### src/fpAddPkg.sv
// Shared types: operand and datapath structs, FSM and opcode enums, register map.
`default_nettype none

package fpAddPkg;

    // ------------------------------------------------------------------
    // datapath structs.
    // ------------------------------------------------------------------
    typedef struct packed {
        logic        sign;
        logic [7:0]  exponent;
        logic [23:0] significand;
    } fpOperandT;

    // sigA always belongs to the operand with the larger or equal exponent.
    typedef struct packed {
        logic        signA;
        logic        signB;
        logic [7:0]  exponent;
        logic [23:0] sigA;
        logic [23:0] sigB;
        logic        guardBit;
        logic        roundBit;
        logic        stickyBit;
        logic        shiftedB;
    } alignedPairT;

    typedef struct packed {
        logic        sign;
        logic        carry;
        logic [23:0] significand;
        logic        guardBit;
        logic        roundBit;
        logic        stickyBit;
        logic [7:0]  exponent;
    } aluResultT;

    // ------------------------------------------------------------------
    // control encodings.
    // ------------------------------------------------------------------
    typedef enum logic [2:0] {
        stIdle,
        stUnpack,
        stAlign,
        stAdd,
        stNormalize,
        stRound,
        stDone
    } ctrlStateT;

    typedef enum logic {
        opAdd = 1'b0,
        opSub = 1'b1
    } opcodeT;

    // register word addresses.
    localparam int unsigned regOperandA = 0;
    localparam int unsigned regOperandB = 1;
    localparam int unsigned regControl  = 2;
    localparam int unsigned regStatus   = 3;
    localparam int unsigned regResult   = 4;

endpackage

`default_nettype wire

### src/fpWishboneSlave.sv
// Wishbone classic slave with operand, control, status and result registers.
`timescale 1ns/10ps
`default_nettype none

module fpWishboneSlave import fpAddPkg::*; #(
    parameter int wbAddrWidth = 3
) (
    input  wire logic                   clock,
    input  wire logic                   arstN,
    input  wire logic [wbAddrWidth-1:0] wbAdr,
    input  wire logic [31:0]            wbDatW,
    output logic [31:0]                 wbDatR,
    input  wire logic                   wbWe,
    input  wire logic [3:0]             wbSel,
    input  wire logic                   wbStb,
    input  wire logic                   wbCyc,
    output logic                        wbAck,
    output logic                        start,
    output opcodeT                      opcode,
    output logic [31:0]                 operandA,
    output logic [31:0]                 operandB,
    input  wire logic                   busy,
    input  wire logic                   resultValid,
    input  wire logic [31:0]            result
);

    logic        access;
    logic        writeEn;
    logic        startReq;
    logic        done;
    logic [31:0] resultReg;

    // one access per strobe, the cycle after ack is never re-acknowledged.
    assign access   = wbStb & wbCyc & ~wbAck;
    // every register is a full word.
    assign writeEn  = access & wbWe;
    assign startReq = writeEn & (wbAdr == wbAddrWidth'(regControl)) & wbDatW[0] & ~busy;

    always_ff @(posedge clock or negedge arstN)
    begin
        if (!arstN)
        begin
            wbAck  <= 1'b0;
            start  <= 1'b0;
            done   <= 1'b0;
            opcode <= opAdd;
        end
        else
        begin
            wbAck <= access;
            start <= startReq;
            if (startReq)
            begin
                opcode <= opcodeT'(wbDatW[1]);
                done   <= 1'b0;
            end
            else if (resultValid)
                done <= 1'b1;
        end
    end

    always_ff @(posedge clock)
    begin
        if (writeEn && wbAdr == wbAddrWidth'(regOperandA))
            operandA <= wbDatW;
        if (writeEn && wbAdr == wbAddrWidth'(regOperandB))
            operandB <= wbDatW;
        if (resultValid)
            resultReg <= result;
        if (access && !wbWe)
        begin
            case (wbAdr)
                wbAddrWidth'(regOperandA): wbDatR <= operandA;
                wbAddrWidth'(regOperandB): wbDatR <= operandB;
                wbAddrWidth'(regControl):  wbDatR <= {30'b0, opcode, 1'b0};
                wbAddrWidth'(regStatus):   wbDatR <= {30'b0, done, busy};
                wbAddrWidth'(regResult):   wbDatR <= resultReg;
                default:                   wbDatR <= 32'h0;
            endcase
        end
    end

endmodule

`default_nettype wire

### src/fpAddControl.sv
// FSM sequencing unpack, align, add, normalize and round.
`timescale 1ns/10ps
`default_nettype none

module fpAddControl import fpAddPkg::*; #(
    parameter int countWidth = 5
) (
    input  wire logic             clock,
    input  wire logic             arstN,
    input  wire logic             start,
    input  wire opcodeT           opcode,
    input  wire logic             countZero,
    input  wire logic             normalized,
    output logic                  unpackEn,
    output logic                  alignStep,
    output logic                  aluEn,
    output logic                  normStep,
    output logic                  roundEn,
    output logic                  loadCount,
    output logic [countWidth-1:0] countValue,
    input  wire logic [7:0]       alignDiff,
    output logic                  busy,
    output logic                  invertB
);

    localparam int unsigned maxShift = 26;

    ctrlStateT  state;
    ctrlStateT  nextState;
    logic       settle;
    logic [7:0] cappedDiff;

    assign cappedDiff = (alignDiff > 8'(maxShift)) ? 8'(maxShift) : alignDiff;
    assign busy       = (state != stIdle);

    always_ff @(posedge clock or negedge arstN)
    begin
        if (!arstN)
        begin
            state   <= stIdle;
            settle  <= 1'b0;
            invertB <= 1'b0;
        end
        else
        begin
            state  <= nextState;
            // the normalizer picks up the ALU register one cycle after the add.
            settle <= (state == stAdd);
            if (state == stIdle && start)
                invertB <= (opcode == opSub);
        end
    end

    always_comb
    begin
        nextState  = state;
        unpackEn   = 1'b0;
        alignStep  = 1'b0;
        aluEn      = 1'b0;
        normStep   = 1'b0;
        roundEn    = 1'b0;
        loadCount  = 1'b0;
        countValue = '0;

        case (state)
            stIdle:
                if (start)
                    nextState = stUnpack;
            stUnpack:
            begin
                unpackEn   = 1'b1;
                loadCount  = 1'b1;
                // loaded one short so the last step sees countZero.
                countValue = countWidth'(cappedDiff - 8'd1);
                nextState  = (cappedDiff == 8'd0) ? stAdd : stAlign;
            end
            stAlign:
            begin
                alignStep = 1'b1;
                if (countZero)
                    nextState = stAdd;
            end
            stAdd:
            begin
                aluEn      = 1'b1;
                loadCount  = 1'b1;
                countValue = countWidth'(maxShift);
                nextState  = stNormalize;
            end
            stNormalize:
                if (!settle)
                begin
                    if (normalized || countZero)
                        nextState = stRound;
                    else
                        normStep = 1'b1;
                end
            stRound:
            begin
                roundEn   = 1'b1;
                nextState = stDone;
            end
            default:
                nextState = stIdle;
        endcase
    end

endmodule

`default_nettype wire

### src/shiftCounter.sv
// Loadable down-counter for the align and normalize phases.
`timescale 1ns/10ps
`default_nettype none

module shiftCounter #(
    parameter int countWidth = 5
) (
    input  wire logic                  clock,
    input  wire logic                  arstN,
    input  wire logic                  load,
    input  wire logic [countWidth-1:0] loadValue,
    input  wire logic                  decrement,
    output logic                       countZero
);

    logic [countWidth-1:0] count;

    assign countZero = (count == '0);

    // holds at zero once it gets there.
    always_ff @(posedge clock or negedge arstN)
    begin
        if (!arstN)
            count <= '0;
        else if (load)
            count <= loadValue;
        else if (decrement && !countZero)
            count <= count - 1'b1;
    end

endmodule

`default_nettype wire

### src/operandAligner.sv
// Operand unpack, ordering and right-shift alignment of the smaller significand.
`timescale 1ns/10ps
`default_nettype none

module operandAligner import fpAddPkg::*; (
    input  wire logic        clock,
    input  wire logic        arstN,
    input  wire logic        unpackEn,
    input  wire logic        alignStep,
    input  wire logic        invertB,
    input  wire logic [31:0] operandA,
    input  wire logic [31:0] operandB,
    output logic [7:0]       alignDiff,
    output alignedPairT      pair
);

    fpOperandT opA;
    fpOperandT opB;
    fpOperandT opHi;
    fpOperandT opLo;
    logic      swap;

    always_comb
    begin
        opA.sign        = operandA[31];
        opA.exponent    = operandA[30:23];
        // zero exponent is treated as zero, no subnormals.
        opA.significand = (operandA[30:23] == 8'd0) ? 24'd0 : {1'b1, operandA[22:0]};
        opB.sign        = operandB[31] ^ invertB;
        opB.exponent    = operandB[30:23];
        opB.significand = (operandB[30:23] == 8'd0) ? 24'd0 : {1'b1, operandB[22:0]};

        swap      = (opB.exponent > opA.exponent);
        opHi      = swap ? opB : opA;
        opLo      = swap ? opA : opB;
        alignDiff = opHi.exponent - opLo.exponent;
    end

    always_ff @(posedge clock or negedge arstN)
    begin
        if (!arstN)
            pair <= '0;
        else if (unpackEn)
        begin
            pair.signA     <= opHi.sign;
            pair.signB     <= opLo.sign;
            pair.exponent  <= opHi.exponent;
            pair.sigA      <= opHi.significand;
            pair.sigB      <= opLo.significand;
            pair.guardBit  <= 1'b0;
            pair.roundBit  <= 1'b0;
            pair.stickyBit <= 1'b0;
            pair.shiftedB  <= 1'b0;
        end
        else if (alignStep)
        begin
            // bits fall through guard and round and collect in sticky.
            {pair.sigB, pair.guardBit, pair.roundBit} <= {1'b0, pair.sigB, pair.guardBit};
            pair.stickyBit <= pair.roundBit | pair.stickyBit;
            pair.shiftedB  <= 1'b1;
        end
    end

endmodule

`default_nettype wire

### src/mantissaAlu.sv
// Sign-magnitude add and subtract of the aligned significands.
`timescale 1ns/10ps
`default_nettype none

module mantissaAlu import fpAddPkg::*; (
    input  wire logic  clock,
    input  wire logic  arstN,
    input  wire logic  aluEn,
    input  wire alignedPairT pair,
    output aluResultT  result
);

    logic [26:0] extA;
    logic [26:0] extB;
    logic [27:0] sum;
    logic        sumSign;

    always_comb
    begin
        // the shifted operand carries guard, round and sticky below its lsb.
        extA = pair.shiftedB ? {pair.sigA, 3'b000}
                             : {pair.sigA, pair.guardBit, pair.roundBit, pair.stickyBit};
        extB = pair.shiftedB ? {pair.sigB, pair.guardBit, pair.roundBit, pair.stickyBit}
                             : {pair.sigB, 3'b000};

        if (pair.signA == pair.signB)
        begin
            sum     = {1'b0, extA} + {1'b0, extB};
            sumSign = pair.signA;
        end
        else if (extA >= extB)
        begin
            sum     = {1'b0, extA - extB};
            sumSign = pair.signA;
        end
        else
        begin
            sum     = {1'b0, extB - extA};
            sumSign = pair.signB;
        end
    end

    always_ff @(posedge clock or negedge arstN)
    begin
        if (!arstN)
            result <= '0;
        else if (aluEn)
        begin
            result.sign        <= sumSign;
            result.carry       <= sum[27];
            result.significand <= sum[26:3];
            result.guardBit    <= sum[2];
            result.roundBit    <= sum[1];
            result.stickyBit   <= sum[0];
            result.exponent    <= pair.exponent;
        end
    end

endmodule

`default_nettype wire

### src/resultNormalizer.sv
// Left-shift normalization, round to nearest-even and IEEE packing.
`timescale 1ns/10ps
`default_nettype none

module resultNormalizer import fpAddPkg::*; (
    input  wire logic  clock,
    input  wire logic  arstN,
    input  wire logic  aluEn,
    input  wire logic  normStep,
    input  wire logic  roundEn,
    input  wire aluResultT aluIn,
    output logic       normalized,
    output logic       resultValid,
    output logic [31:0] result
);

    logic        captureEn;
    logic        sign;
    // two spare bits so overflow and underflow stay visible.
    logic [9:0]  exponent;
    logic [23:0] sig;
    logic        guardBit;
    logic        roundBit;
    logic        stickyBit;

    logic        roundUp;
    logic [24:0] rounded;
    logic [23:0] roundSig;
    logic [9:0]  roundExp;
    logic [31:0] packedWord;

    assign normalized = sig[23];

    always_ff @(posedge clock or negedge arstN)
    begin
        if (!arstN)
        begin
            captureEn   <= 1'b0;
            resultValid <= 1'b0;
        end
        else
        begin
            // the ALU register is valid one cycle after aluEn.
            captureEn   <= aluEn;
            resultValid <= roundEn;
        end
    end

    // ------------------------------------------------------------------
    // working register.
    // ------------------------------------------------------------------
    always_ff @(posedge clock)
    begin
        if (captureEn)
        begin
            sign <= aluIn.sign;
            if (aluIn.carry)
            begin
                sig       <= {1'b1, aluIn.significand[23:1]};
                guardBit  <= aluIn.significand[0];
                roundBit  <= aluIn.guardBit;
                stickyBit <= aluIn.roundBit | aluIn.stickyBit;
                exponent  <= {2'b00, aluIn.exponent} + 10'd1;
            end
            else
            begin
                sig       <= aluIn.significand;
                guardBit  <= aluIn.guardBit;
                roundBit  <= aluIn.roundBit;
                stickyBit <= aluIn.stickyBit;
                exponent  <= {2'b00, aluIn.exponent};
            end
        end
        else if (normStep)
        begin
            {sig, guardBit, roundBit} <= {sig[22:0], guardBit, roundBit, 1'b0};
            exponent <= exponent - 10'd1;
        end

        if (roundEn)
            result <= packedWord;
    end

    // ------------------------------------------------------------------
    // rounding and packing.
    // ------------------------------------------------------------------
    always_comb
    begin
        roundUp  = guardBit & (roundBit | stickyBit | sig[0]);
        rounded  = {1'b0, sig} + {24'd0, roundUp};
        roundSig = rounded[23:0];
        roundExp = exponent;
        if (rounded[24])
        begin
            roundSig = rounded[24:1];
            roundExp = exponent + 10'd1;
        end

        if (!roundSig[23])
            packedWord = 32'h0;
        else if ($signed(roundExp) >= 10'sd255)
            packedWord = {sign, 8'hFF, 23'd0};
        else if ($signed(roundExp) <= 10'sd0)
            packedWord = {sign, 31'd0};
        else
            packedWord = {sign, roundExp[7:0], roundSig[22:0]};
    end

endmodule

`default_nettype wire

### src/fpAddUnit.sv
// Top level of the floating-point add unit with its Wishbone slave port.
`timescale 1ns/10ps
`default_nettype none

module fpAddUnit import fpAddPkg::*; #(
    parameter int wbAddrWidth = 3,
    parameter int countWidth  = 5
) (
    input  wire logic                   clock,
    input  wire logic                   arstN,
    input  wire logic [wbAddrWidth-1:0] wbAdr,
    input  wire logic [31:0]            wbDatW,
    output logic [31:0]                 wbDatR,
    input  wire logic                   wbWe,
    input  wire logic [3:0]             wbSel,
    input  wire logic                   wbStb,
    input  wire logic                   wbCyc,
    output logic                        wbAck
);

    logic                  start;
    opcodeT                opcode;
    logic [31:0]           operandA;
    logic [31:0]           operandB;
    logic                  busy;
    logic                  resultValid;
    logic [31:0]           result;
    logic                  unpackEn;
    logic                  alignStep;
    logic                  aluEn;
    logic                  normStep;
    logic                  roundEn;
    logic                  loadCount;
    logic [countWidth-1:0] countValue;
    logic                  countZero;
    logic                  normalized;
    logic [7:0]            alignDiff;
    logic                  invertB;
    alignedPairT           pair;
    aluResultT             aluOut;

    fpWishboneSlave #(.wbAddrWidth(wbAddrWidth)) fpWishboneSlave_inst (
        .clock, .arstN, .wbAdr, .wbDatW, .wbDatR, .wbWe, .wbSel, .wbStb, .wbCyc, .wbAck,
        .start, .opcode, .operandA, .operandB, .busy, .resultValid, .result
    );

    fpAddControl #(.countWidth(countWidth)) fpAddControl_inst (
        .clock, .arstN, .start, .opcode, .countZero, .normalized,
        .unpackEn, .alignStep, .aluEn, .normStep, .roundEn,
        .loadCount, .countValue, .alignDiff, .busy, .invertB
    );

    shiftCounter #(.countWidth(countWidth)) shiftCounter_inst (
        .clock, .arstN,
        .load      (loadCount),
        .loadValue (countValue),
        .decrement (alignStep | normStep),
        .countZero
    );

    operandAligner operandAligner_inst (
        .clock, .arstN, .unpackEn, .alignStep, .invertB,
        .operandA, .operandB, .alignDiff, .pair
    );

    mantissaAlu mantissaAlu_inst (
        .clock, .arstN, .aluEn, .pair,
        .result (aluOut)
    );

    resultNormalizer resultNormalizer_inst (
        .clock, .arstN, .aluEn, .normStep, .roundEn,
        .aluIn (aluOut),
        .normalized, .resultValid, .result
    );

endmodule

`default_nettype wire

### config.mk
export PLATFORM = sky130hd
export DESIGN_NAME = fpAddUnit
export DESIGN_NICKNAME = d
export VERILOG_FILES = /design/src/fpAddPkg.sv /design/src/fpWishboneSlave.sv /design/src/fpAddControl.sv /design/src/shiftCounter.sv /design/src/operandAligner.sv /design/src/mantissaAlu.sv /design/src/resultNormalizer.sv /design/src/fpAddUnit.sv
export SDC_FILE = /design/constraint.sdc
export NUM_CORES = 1
export LEC_CHECK = 0
export ABC_AREA = 1
export BUFFER_PORTS_ARGS = -buffer_cell sky130_fd_sc_hd__buf_2
export CAP_MARGIN = 10
export CORE_UTILIZATION = 44
export DETAILED_ROUTE_END_ITERATION = 8
export HOLD_SLACK_MARGIN = 0.1
export PLACE_DENSITY = 0.62
export SYNTH_ARGS = -nofsm -noshare
export SYNTH_HDL_FRONTEND = slang
export SYNTH_HIERARCHICAL = 1
export SYNTH_SLANG_ARGS = --single-unit
### constraint.sdc
create_clock -name clock -period 3.3 [get_ports clock]
set_input_delay 0.66 -clock clock [delete_from_list [all_inputs] [get_ports clock]]
set_output_delay 0.66 -clock clock [all_outputs]
set_load 0.01 [all_outputs]
==> results.toml, run 1 <==
[cts]
cts_hold_buffers = 0
root_buffer = "sky130_fd_sc_hd__clkbuf_16"
cts.sinks = 313
htreeDepth = 2
clkLatencyLatePin_ps = 540
clk_path_buf_depth = 3
cts_inserted_buffers = 36
tritoncts = "done"
clkSlewWorstSetupHoldPaths_ps = 60

[route]
drt-pass1-iter-count = 5
routed_wirelength_um = 76100
antenna_violating_nets_post_route = 0
route.detailed.drc = 0
wire_per_inst_um = 20.77
dr_total_vias = 19830
drc_violation_total_after_the_first_tritonroute_iteration = 1606
post_drt_via_cell_ratio = 5.410

[place]
place_hpwl_um = 59110
dpl.cell_count = 3593
place_congestion = 1.004
number_of_buffers_inserted_by_port_buffering = 72

[setup_path]
start_kind = "flip-flop"
cp.required_ps = 3770
critPathSlowestCell = "sky130_fd_sc_hd__edfxtp_1"
timing.reg2reg.setup_slack_ps = 160
cpMostUsedCell = "sky130_fd_sc_hd__nand2_1"
worstPathMaxFanout = 6
cp_data_arrival_time_ps = 3610
cpPeakStageDelay_ps = 440
worst-setup-path-type = "flip-flop to flip-flop"
critical_path.endpoint_type = "flip-flop"

[job]
drv.max_cap_violation_count = 0

[global_route]
maximum_number_of_pins_on_one_net_before_global_route_repair = 57
grt_antenna_before_repair = 0
overflow = 0
track_usage_pct = 30.28
first_global_vias = 19280
grt_first_pass_wirelength_um = 114500

[finish]
nets = 3165
final_core_utilization_pct = 51.58
stdcell_count = 3665
most-common-layout-cells = "887 x sky130_fd_sc_hd__nand2_1, 363 x sky130_fd_sc_hd__inv_1, 247 x sky130_fd_sc_hd__nor2_1, 198 x sky130_fd_sc_hd__edfxtp_1, 173 x sky130_fd_sc_hd__nand3_1"
leading_cell_type_in_the_layout_fill_and_taps_excluded = "sky130_fd_sc_hd__nand2_1"
drive_above_1_share_pct = 15.80
antenna-diode-count = 0
area_growth_syn_to_layout_pct = 14.68

[yosys]
synth_area_leaders = "sky130_fd_sc_hd__edfxtp_1 28%, sky130_fd_sc_hd__nand2_1 16%, sky130_fd_sc_hd__dfrtp_1 13%"
yosysTopAreaCellShare_pct = 27.52
ys_seq_area_share_pct = 40.83
ys_async_sr_fraction_pct = 36.74
syn_area_per_cell_um2 = 7.553
yosys_register_bits = 313
syn_inst = 2861
ys_dominant_reg_cell = "sky130_fd_sc_hd__edfxtp_1"
number_of_flops_mapped_to_enable_cells_by_yosys = 198
yosys.cell_types.count = 56
post_synth_instance_area_um2 = 21610
yosys_warnings = 6
netlist.top_cell.by_area = "sky130_fd_sc_hd__edfxtp_1"
syn-num-nets = 3002

[power_and_ir_drop]
irDropWorstVdd_mv = 0.5066
switching_share_pct = 52.72
p_total_mw = 27.37
power.leakage_nw = 11.98
netSwitchingPower_mw = 14.43
combPwrFrac_pct = 63.0
power-per-cell-area_nw_per_um2 = 1104
p_clk_share_pct = 14.5
p_seq_share_pct = 22.6
p_int_mw = 12.94

[timing]
final.period_utilization_pct = 95.06
fmax_mhz = 318.8
slew_headroom_pct = 51.62
worstMarginPinSlew_ps = 724.7
slew_violations = 0
rsz0062_at_grt = "true"
finalClockSkew_ps = 15.70
finalHoldWorstSlack_ps = 110.8
fin_crit_ps = 3137
hold_viol = 0
final-setup-viol-count = 0

[floorplanning]
floorplan.die.width_um = 223.6
dieHeight_um = 223.6
core-area_um2 = 48050
floorplan.initialDensity_pct = 44.97
boundaryPins = 77
die_area_um2 = 50000
num_rows = 80

[worst_hold_path]
worstHoldPathType = "input pin to async pin"

[status]
outcome = "completed"
[synthesized netlist by cell type, types with 15 or more instances]
library cell and n:
sky130_fd_sc_hd__a21oi_1 108, sky130_fd_sc_hd__a31oi_1 33, sky130_fd_sc_hd__buf_2 20, sky130_fd_sc_hd__buf_4 16, sky130_fd_sc_hd__buf_6 21, sky130_fd_sc_hd__clkbuf_1 35, sky130_fd_sc_hd__dfrtp_1 115, sky130_fd_sc_hd__edfxtp_1 198
sky130_fd_sc_hd__ha_1 97, sky130_fd_sc_hd__inv_1 371, sky130_fd_sc_hd__inv_2 21, sky130_fd_sc_hd__nand2_1 912, sky130_fd_sc_hd__nand2_2 36, sky130_fd_sc_hd__nand3_1 183, sky130_fd_sc_hd__nand4_1 33, sky130_fd_sc_hd__nor2_1 253
sky130_fd_sc_hd__nor3_1 31, sky130_fd_sc_hd__nor3_2 24, sky130_fd_sc_hd__o211ai_1 24, sky130_fd_sc_hd__o21ai_0 91, sky130_fd_sc_hd__o21ai_1 21, sky130_fd_sc_hd__o21bai_1 15, sky130_fd_sc_hd__o22ai_1 20, sky130_fd_sc_hd__xor2_1 65
[logic make-up (layout without fill, tap and decap cells)]
group / Yosys count / in the layout / share of synthesized area [%]
AND/OR/NAND/NOR: 1526 / 1527 / 30.82
buffers and inverters: 494 / 682 / 9.954
AO/OA/AOI/OAI: 355 / 355 / 9.641
flip-flops: 313 / 313 / 40.83
adder cells (fa/ha/maj): 97 / 97 / 5.617
XOR/XNOR: 74 / 74 / 3.034
multiplexers: 2 / 2 / 0.09843
[routing by layer]
metal | vias up | share of wire, % | track usage, %
li1 | 9560 | - | -
met1 | 9528 | 42 | 39.25
met2 | 620 | 49 | 52.38
met3 | 119 | 5.0 | 3.476
met4 | 0 | 3.4 | 10.27
met5 | - | 0 | 0
[registers in the layout, indices dropped and copies added (netlist names), 10 cells and up]
name / cells
fpWishboneSlave_inst/operandA: 32
fpWishboneSlave_inst/operandB: 32
fpWishboneSlave_inst/wbDatR: 32
resultNormalizer_inst/result: 32
operandAligner_inst/pair: 62
resultNormalizer_inst/exponent: 10
fpWishboneSlave_inst/resultReg: 32
resultNormalizer_inst/sig: 24
mantissaAlu_inst/result: 37
[power groups by stage]
stage                     Combinational [mW]  Clock [mW]  Sequential (mW)
after CTS                               16.9        4.03             6.16
after global placement                  16.8           0             6.20
final                                   17.2        3.96             6.17
after floorplan                         11.0           0             5.94
after detailed placement                16.8           0             6.23
after global routing                    18.8        4.16             6.26
[through the flow]
step	instance area, um^2	worst slack (ps)	TNS (ps)
2_1_floorplan	21610	143.9	0
3_3_place_gp	23230	-8.810	-8.810
3_5_place_dp	23230	-52.53	-68.97
4_1_cts	24440	28.44	0
5_1_grt	24780	-83.26	-147.2
6_report	24780	163.1	0
[worst max-delay path, delay by kind of cell (launching register included)]
family | cells | cell delay, ps
buf+inv | 3 | 250
flops | 1 | 440
xor+xnor | 1 | 150
simple gates | 19 | 1490
fa+ha+maj | 2 | 450
compound gates | 2 | 280
[timing repair]
action | 4_1_cts | 5_1_grt
pin swaps | 1 | 32
buffers inserted | 0 | 7
gates resized for setup | 7 | 69
setup endpoints to repair | 2 | 8
gates cloned | 0 | 1
[path summary, 6_finish.rpt]
kind                                                                start                                      endpoint  depth (start not counted)
hold reg to reg            resultNormalizer_inst/result[26]$_SDFFCE_PP0P_  fpWishboneSlave_inst/resultReg[26]$_DFFE_PP_                          0
min in group clock                                             wbDatW[11]   fpWishboneSlave_inst/operandA[11]$_DFFE_PP_                          1
max in group asynchronous                                           arstN        shiftCounter_inst/count[1]$_DFFE_PN0P_                          2
hold / removal                                                      arstN      operandAligner_inst/pair[17]$_DFFE_PN0P_                          1
setup / recovery              fpWishboneSlave_inst/operandB[28]$_DFFE_PP_        shiftCounter_inst/count[2]$_DFFE_PN0P_                         27
setup reg to reg              fpWishboneSlave_inst/operandB[28]$_DFFE_PP_        shiftCounter_inst/count[2]$_DFFE_PN0P_                         27
[layout make-up]
class                   count  area, um^2
clock buffers              47       993.5
clock inverters            17       161.4
fillers                  4731       23260
inverters                 394        1486
multi-input cells        2055       10980
flip-flops and latches    313        8823
well taps                 615       769.5
repair buffers            224        1564
Power figures use the tool's default switching activity.
==> inputs of run 2 (changes only) <==
- CORE_ASPECT_RATIO: unset -> 1.25
- GPL_TIMING_DRIVEN: unset -> 0
- SYNTH_HIERARCHICAL: 1 -> unset
==> run 2 against run 1 <==
  * Via count fell by 15%
  * Sequential cell count down 1
  * Wire length shrank 14%
  * Power shrank 16%
  * Combinational power decreased by 24%
  * Critical path depth shrank 9
  * Die area down 13%
  * Synthesized area is 13% lower
  * Sequential power is essentially flat
  * Maximum frequency decreased by 1.2%
  * Critical endpoint is now mantissaAlu_inst.result[32]$_DFFE_PN0P_
==> results.toml, run 2 <==
[status]
outcome = "completed"

[finish]
leading_cell_type_in_the_layout_fill_and_taps_excluded = "sky130_fd_sc_hd__nand2_1"
drive_above_1_share_pct = 12.80
antenna-diode-count = 0
multi_input_comb_area_um2 = 9181
top_regs = "operandAligner_inst.pair: 62 flops, mantissaAlu_inst.result: 37 flops"
final_core_utilization_pct = 52.02
nFillCells = 4000
nets = 2549
seqCellArea_um2 = 8805
finish.instance_area_um2 = 21930
largest_register_ffs = 62
area_growth_syn_to_layout_pct = 16.38
most-common-layout-cells = "469 x sky130_fd_sc_hd__nand2_1, 263 x sky130_fd_sc_hd__inv_1, 201 x sky130_fd_sc_hd__nor2_1, 198 x sky130_fd_sc_hd__edfxtp_1, 193 x sky130_fd_sc_hd__o21ai_0"
register_containing_the_most_flip_flops_in_the_final_layout = "operandAligner_inst.pair"

[setup_path]
cp.required_ps = 3750
cp_data_arrival_time_ps = 3620
critical_path.endpoint_type = "flip-flop"
worst-setup-path-type = "flip-flop to flip-flop"
worst_r2r_startpoint = "operandAligner_inst.pair[4]$_DFFE_PN0P_"
setup.worst_path.start = "operandAligner_inst.pair[4]$_DFFE_PN0P_"
start_kind = "flip-flop"
worstPathMaxFanout = 5

[floorplanning]
floorplan.die.width_um = 187.1
dieHeight_um = 233.3
die_area_um2 = 43650
floorplan.initialDensity_pct = 44.70
core-area_um2 = 42150
num_rows = 84
boundaryPins = 77

[job]
drv.max_cap_violation_count = 0

[global_route]
groute.layer.met1.usage_pct = 40.58
grt_first_pass_wirelength_um = 97000
track_usage_pct = 29.55
overflow = 0
met2_usage_pct = 46.94
grt_antenna_before_repair = 0
first_global_vias = 16060
global_routing_usage_on_met3_pct = 3.756
grt.busiest_layer = "met2"
maximum_number_of_pins_on_one_net_before_global_route_repair = 75

[route]
dr_total_vias = 16790
antenna_violating_nets_post_route = 0
routed_wirelength_um = 65680
drc_violation_total_after_the_first_tritonroute_iteration = 1478
drt-pass1-iter-count = 6
route.detailed.drc = 0
post_drt_via_cell_ratio = 5.604
wire_per_inst_um = 21.91

[yosys]
netlist.top_cell.by_area = "sky130_fd_sc_hd__edfxtp_1"
yosys.cell_types.count = 52
syn_inst = 2278
syn-num-nets = 2415
synth_area_leaders = "sky130_fd_sc_hd__edfxtp_1 32%, sky130_fd_sc_hd__dfrtp_1 15%, sky130_fd_sc_hd__nand2_1 9.6%"
yosys_register_bits = 312
syn_area_per_cell_um2 = 8.270
count_leader_synth = "sky130_fd_sc_hd__nand2_1"
ys_seq_area_share_pct = 46.70
ys_async_sr_fraction_pct = 36.54
number_of_flops_mapped_to_enable_cells_by_yosys = 198
synth_common_cells = "480 x sky130_fd_sc_hd__nand2_1, 269 x sky130_fd_sc_hd__inv_1, 216 x sky130_fd_sc_hd__o21ai_0, 214 x sky130_fd_sc_hd__nor2_1, 198 x sky130_fd_sc_hd__edfxtp_1"
ys_dominant_reg_cell = "sky130_fd_sc_hd__edfxtp_1"
yosysTopAreaCellShare_pct = 31.56
yosys_warnings = 0
post_synth_instance_area_um2 = 18840

[cts]
clkSlewWorstSetupHoldPaths_ps = 60
root_buffer = "sky130_fd_sc_hd__clkbuf_16"
htreeDepth = 2
tritoncts = "done"
cts.sinks = 312
clkLatencyLatePin_ps = 540
clk_path_buf_depth = 3
cts_inserted_buffers = 34

[worst_hold_path]
worst_hold_startpoint = "wbDatW[24]"
worstHoldPathType = "input pin to flip-flop"

[place]
place_congestion = 0.9455
total_placed_instance_area_um2 = 20040
place_hpwl_um = 51490
number_of_buffers_inserted_by_port_buffering = 72

[timing]
slew_violations = 0
finalClockSkew_ps = 30.79
hold_viol = 0
final-setup-viol-count = 0
rsz0062_at_grt = "true"
fmax_mhz = 314.8
worstMarginPinSlew_ps = 1038
fin_crit_ps = 3176
finalHoldWorstSlack_ps = 307.4
final.period_utilization_pct = 96.25
slew_headroom_pct = 30.27

[power_and_ir_drop]
p_total_mw = 22.93
irDropWorstVdd_mv = 0.6385
power-per-cell-area_nw_per_um2 = 1046
power.leakage_nw = 9.554
## run 2: cell types whose count changed in the layout (fill, tap and decap cells not counted), sizes merged, moves of 17 or more
cell    delta
clkbuf    +67
buf       -92
nor2      -53
o21ai     +95
nor3      -21
a21oi     +54
nand2    -475
nand3     -85
nand4     -17
o221ai    +28
inv      -122
## run 2: cell type report
class | count | area share (%)
well taps | 559 | 3.190
flip-flops and latches | 312 | 40.16
clock buffers | 49 | 4.274
plain buffers | 82 | 1.740
clock inverters | 13 | 0.5250
multi-input cells | 1589 | 41.87
inverters | 277 | 4.793
repair buffers | 116 | 3.447
## run 2: logic make-up (layout without fill, tap and decap cells)
logic type | Yosys count | after routing | share of synthesized area [%]
simple gates | 884 | 884 | 19.76
compound gates | 544 | 544 | 16.54
buf+inv | 377 | 537 | 7.658
flops | 312 | 312 | 46.70
fa+ha+maj | 93 | 93 | 6.177
xor+xnor | 68 | 68 | 3.161
## run 2: power breakdown
part           switching, mW  internal, mW
logic                   8.91          4.22
clock network           1.59          2.07
registers              0.915          5.22
total                   11.4          11.5
## run 2: what timing repair did
action | 4_1_cts | 5_1_grt
hold buffers | 1 | 0
pin swaps | 8 | 19
endpoints found under the hold margin | 40 | 0
setup buffers | 12 | 26
setup endpoints to repair | 62 | 63
gates resized for setup | 67 | 102
## run 2: metal layers
layer	up-vias	wire length [um]	share of wire, %
li1	7973	-	-
met1	8028	29020	44
met2	668	29640	45
met3	125	4175	6.4
met4	0	2839	4.3
met5	-	0	0
## run 2: final timing paths
kind,endpoint,slack (ps),cells past startpoint
setup / recovery,mantissaAlu_inst.result[32]$_DFFE_PN0P_,120,18
hold / removal,fpWishboneSlave_inst.operandA[24]$_DFFE_PP_,310,1
setup reg to reg,mantissaAlu_inst.result[32]$_DFFE_PN0P_,120,18
hold reg to reg,fpWishboneSlave_inst.resultReg[0]$_DFFE_PP_,420,0
max in group asynchronous,operandAligner_inst.pair[4]$_DFFE_PN0P_,1890,3
min in group asynchronous,mantissaAlu_inst.result[20]$_DFFE_PN0P_,640,2
## run 2: per-stage QoR
step           instances  TNS [ps]  worst slack [ps]
6_report            2997         0             123.6
5_1_grt             2997    -216.9            -43.83
4_1_cts             2976         0             2.674
3_5_place_dp        2914    -27360             -1140
3_3_place_gp        2909   -169330             -1999
2_1_floorplan       2278         0             13.84
## run 2: critical path, cell delays in order (launching register included)
cell	delay (ps)
sky130_fd_sc_hd__dfrtp_2	440
sky130_fd_sc_hd__inv_1	140
sky130_fd_sc_hd__ha_2	330
sky130_fd_sc_hd__inv_1	160
sky130_fd_sc_hd__nor2_1	90
sky130_fd_sc_hd__inv_1	130
sky130_fd_sc_hd__o21ai_2	90
sky130_fd_sc_hd__nand2_1	80
sky130_fd_sc_hd__nand2_1	70
sky130_fd_sc_hd__a21boi_1	230
sky130_fd_sc_hd__o211ai_1	130
sky130_fd_sc_hd__buf_4	170
sky130_fd_sc_hd__buf_4	130
sky130_fd_sc_hd__a21oi_1	330
sky130_fd_sc_hd__xor2_1	180
sky130_fd_sc_hd__nand2_1	60
sky130_fd_sc_hd__nand2_1	100
sky130_fd_sc_hd__nand2_1	70
sky130_fd_sc_hd__a31oi_1	160
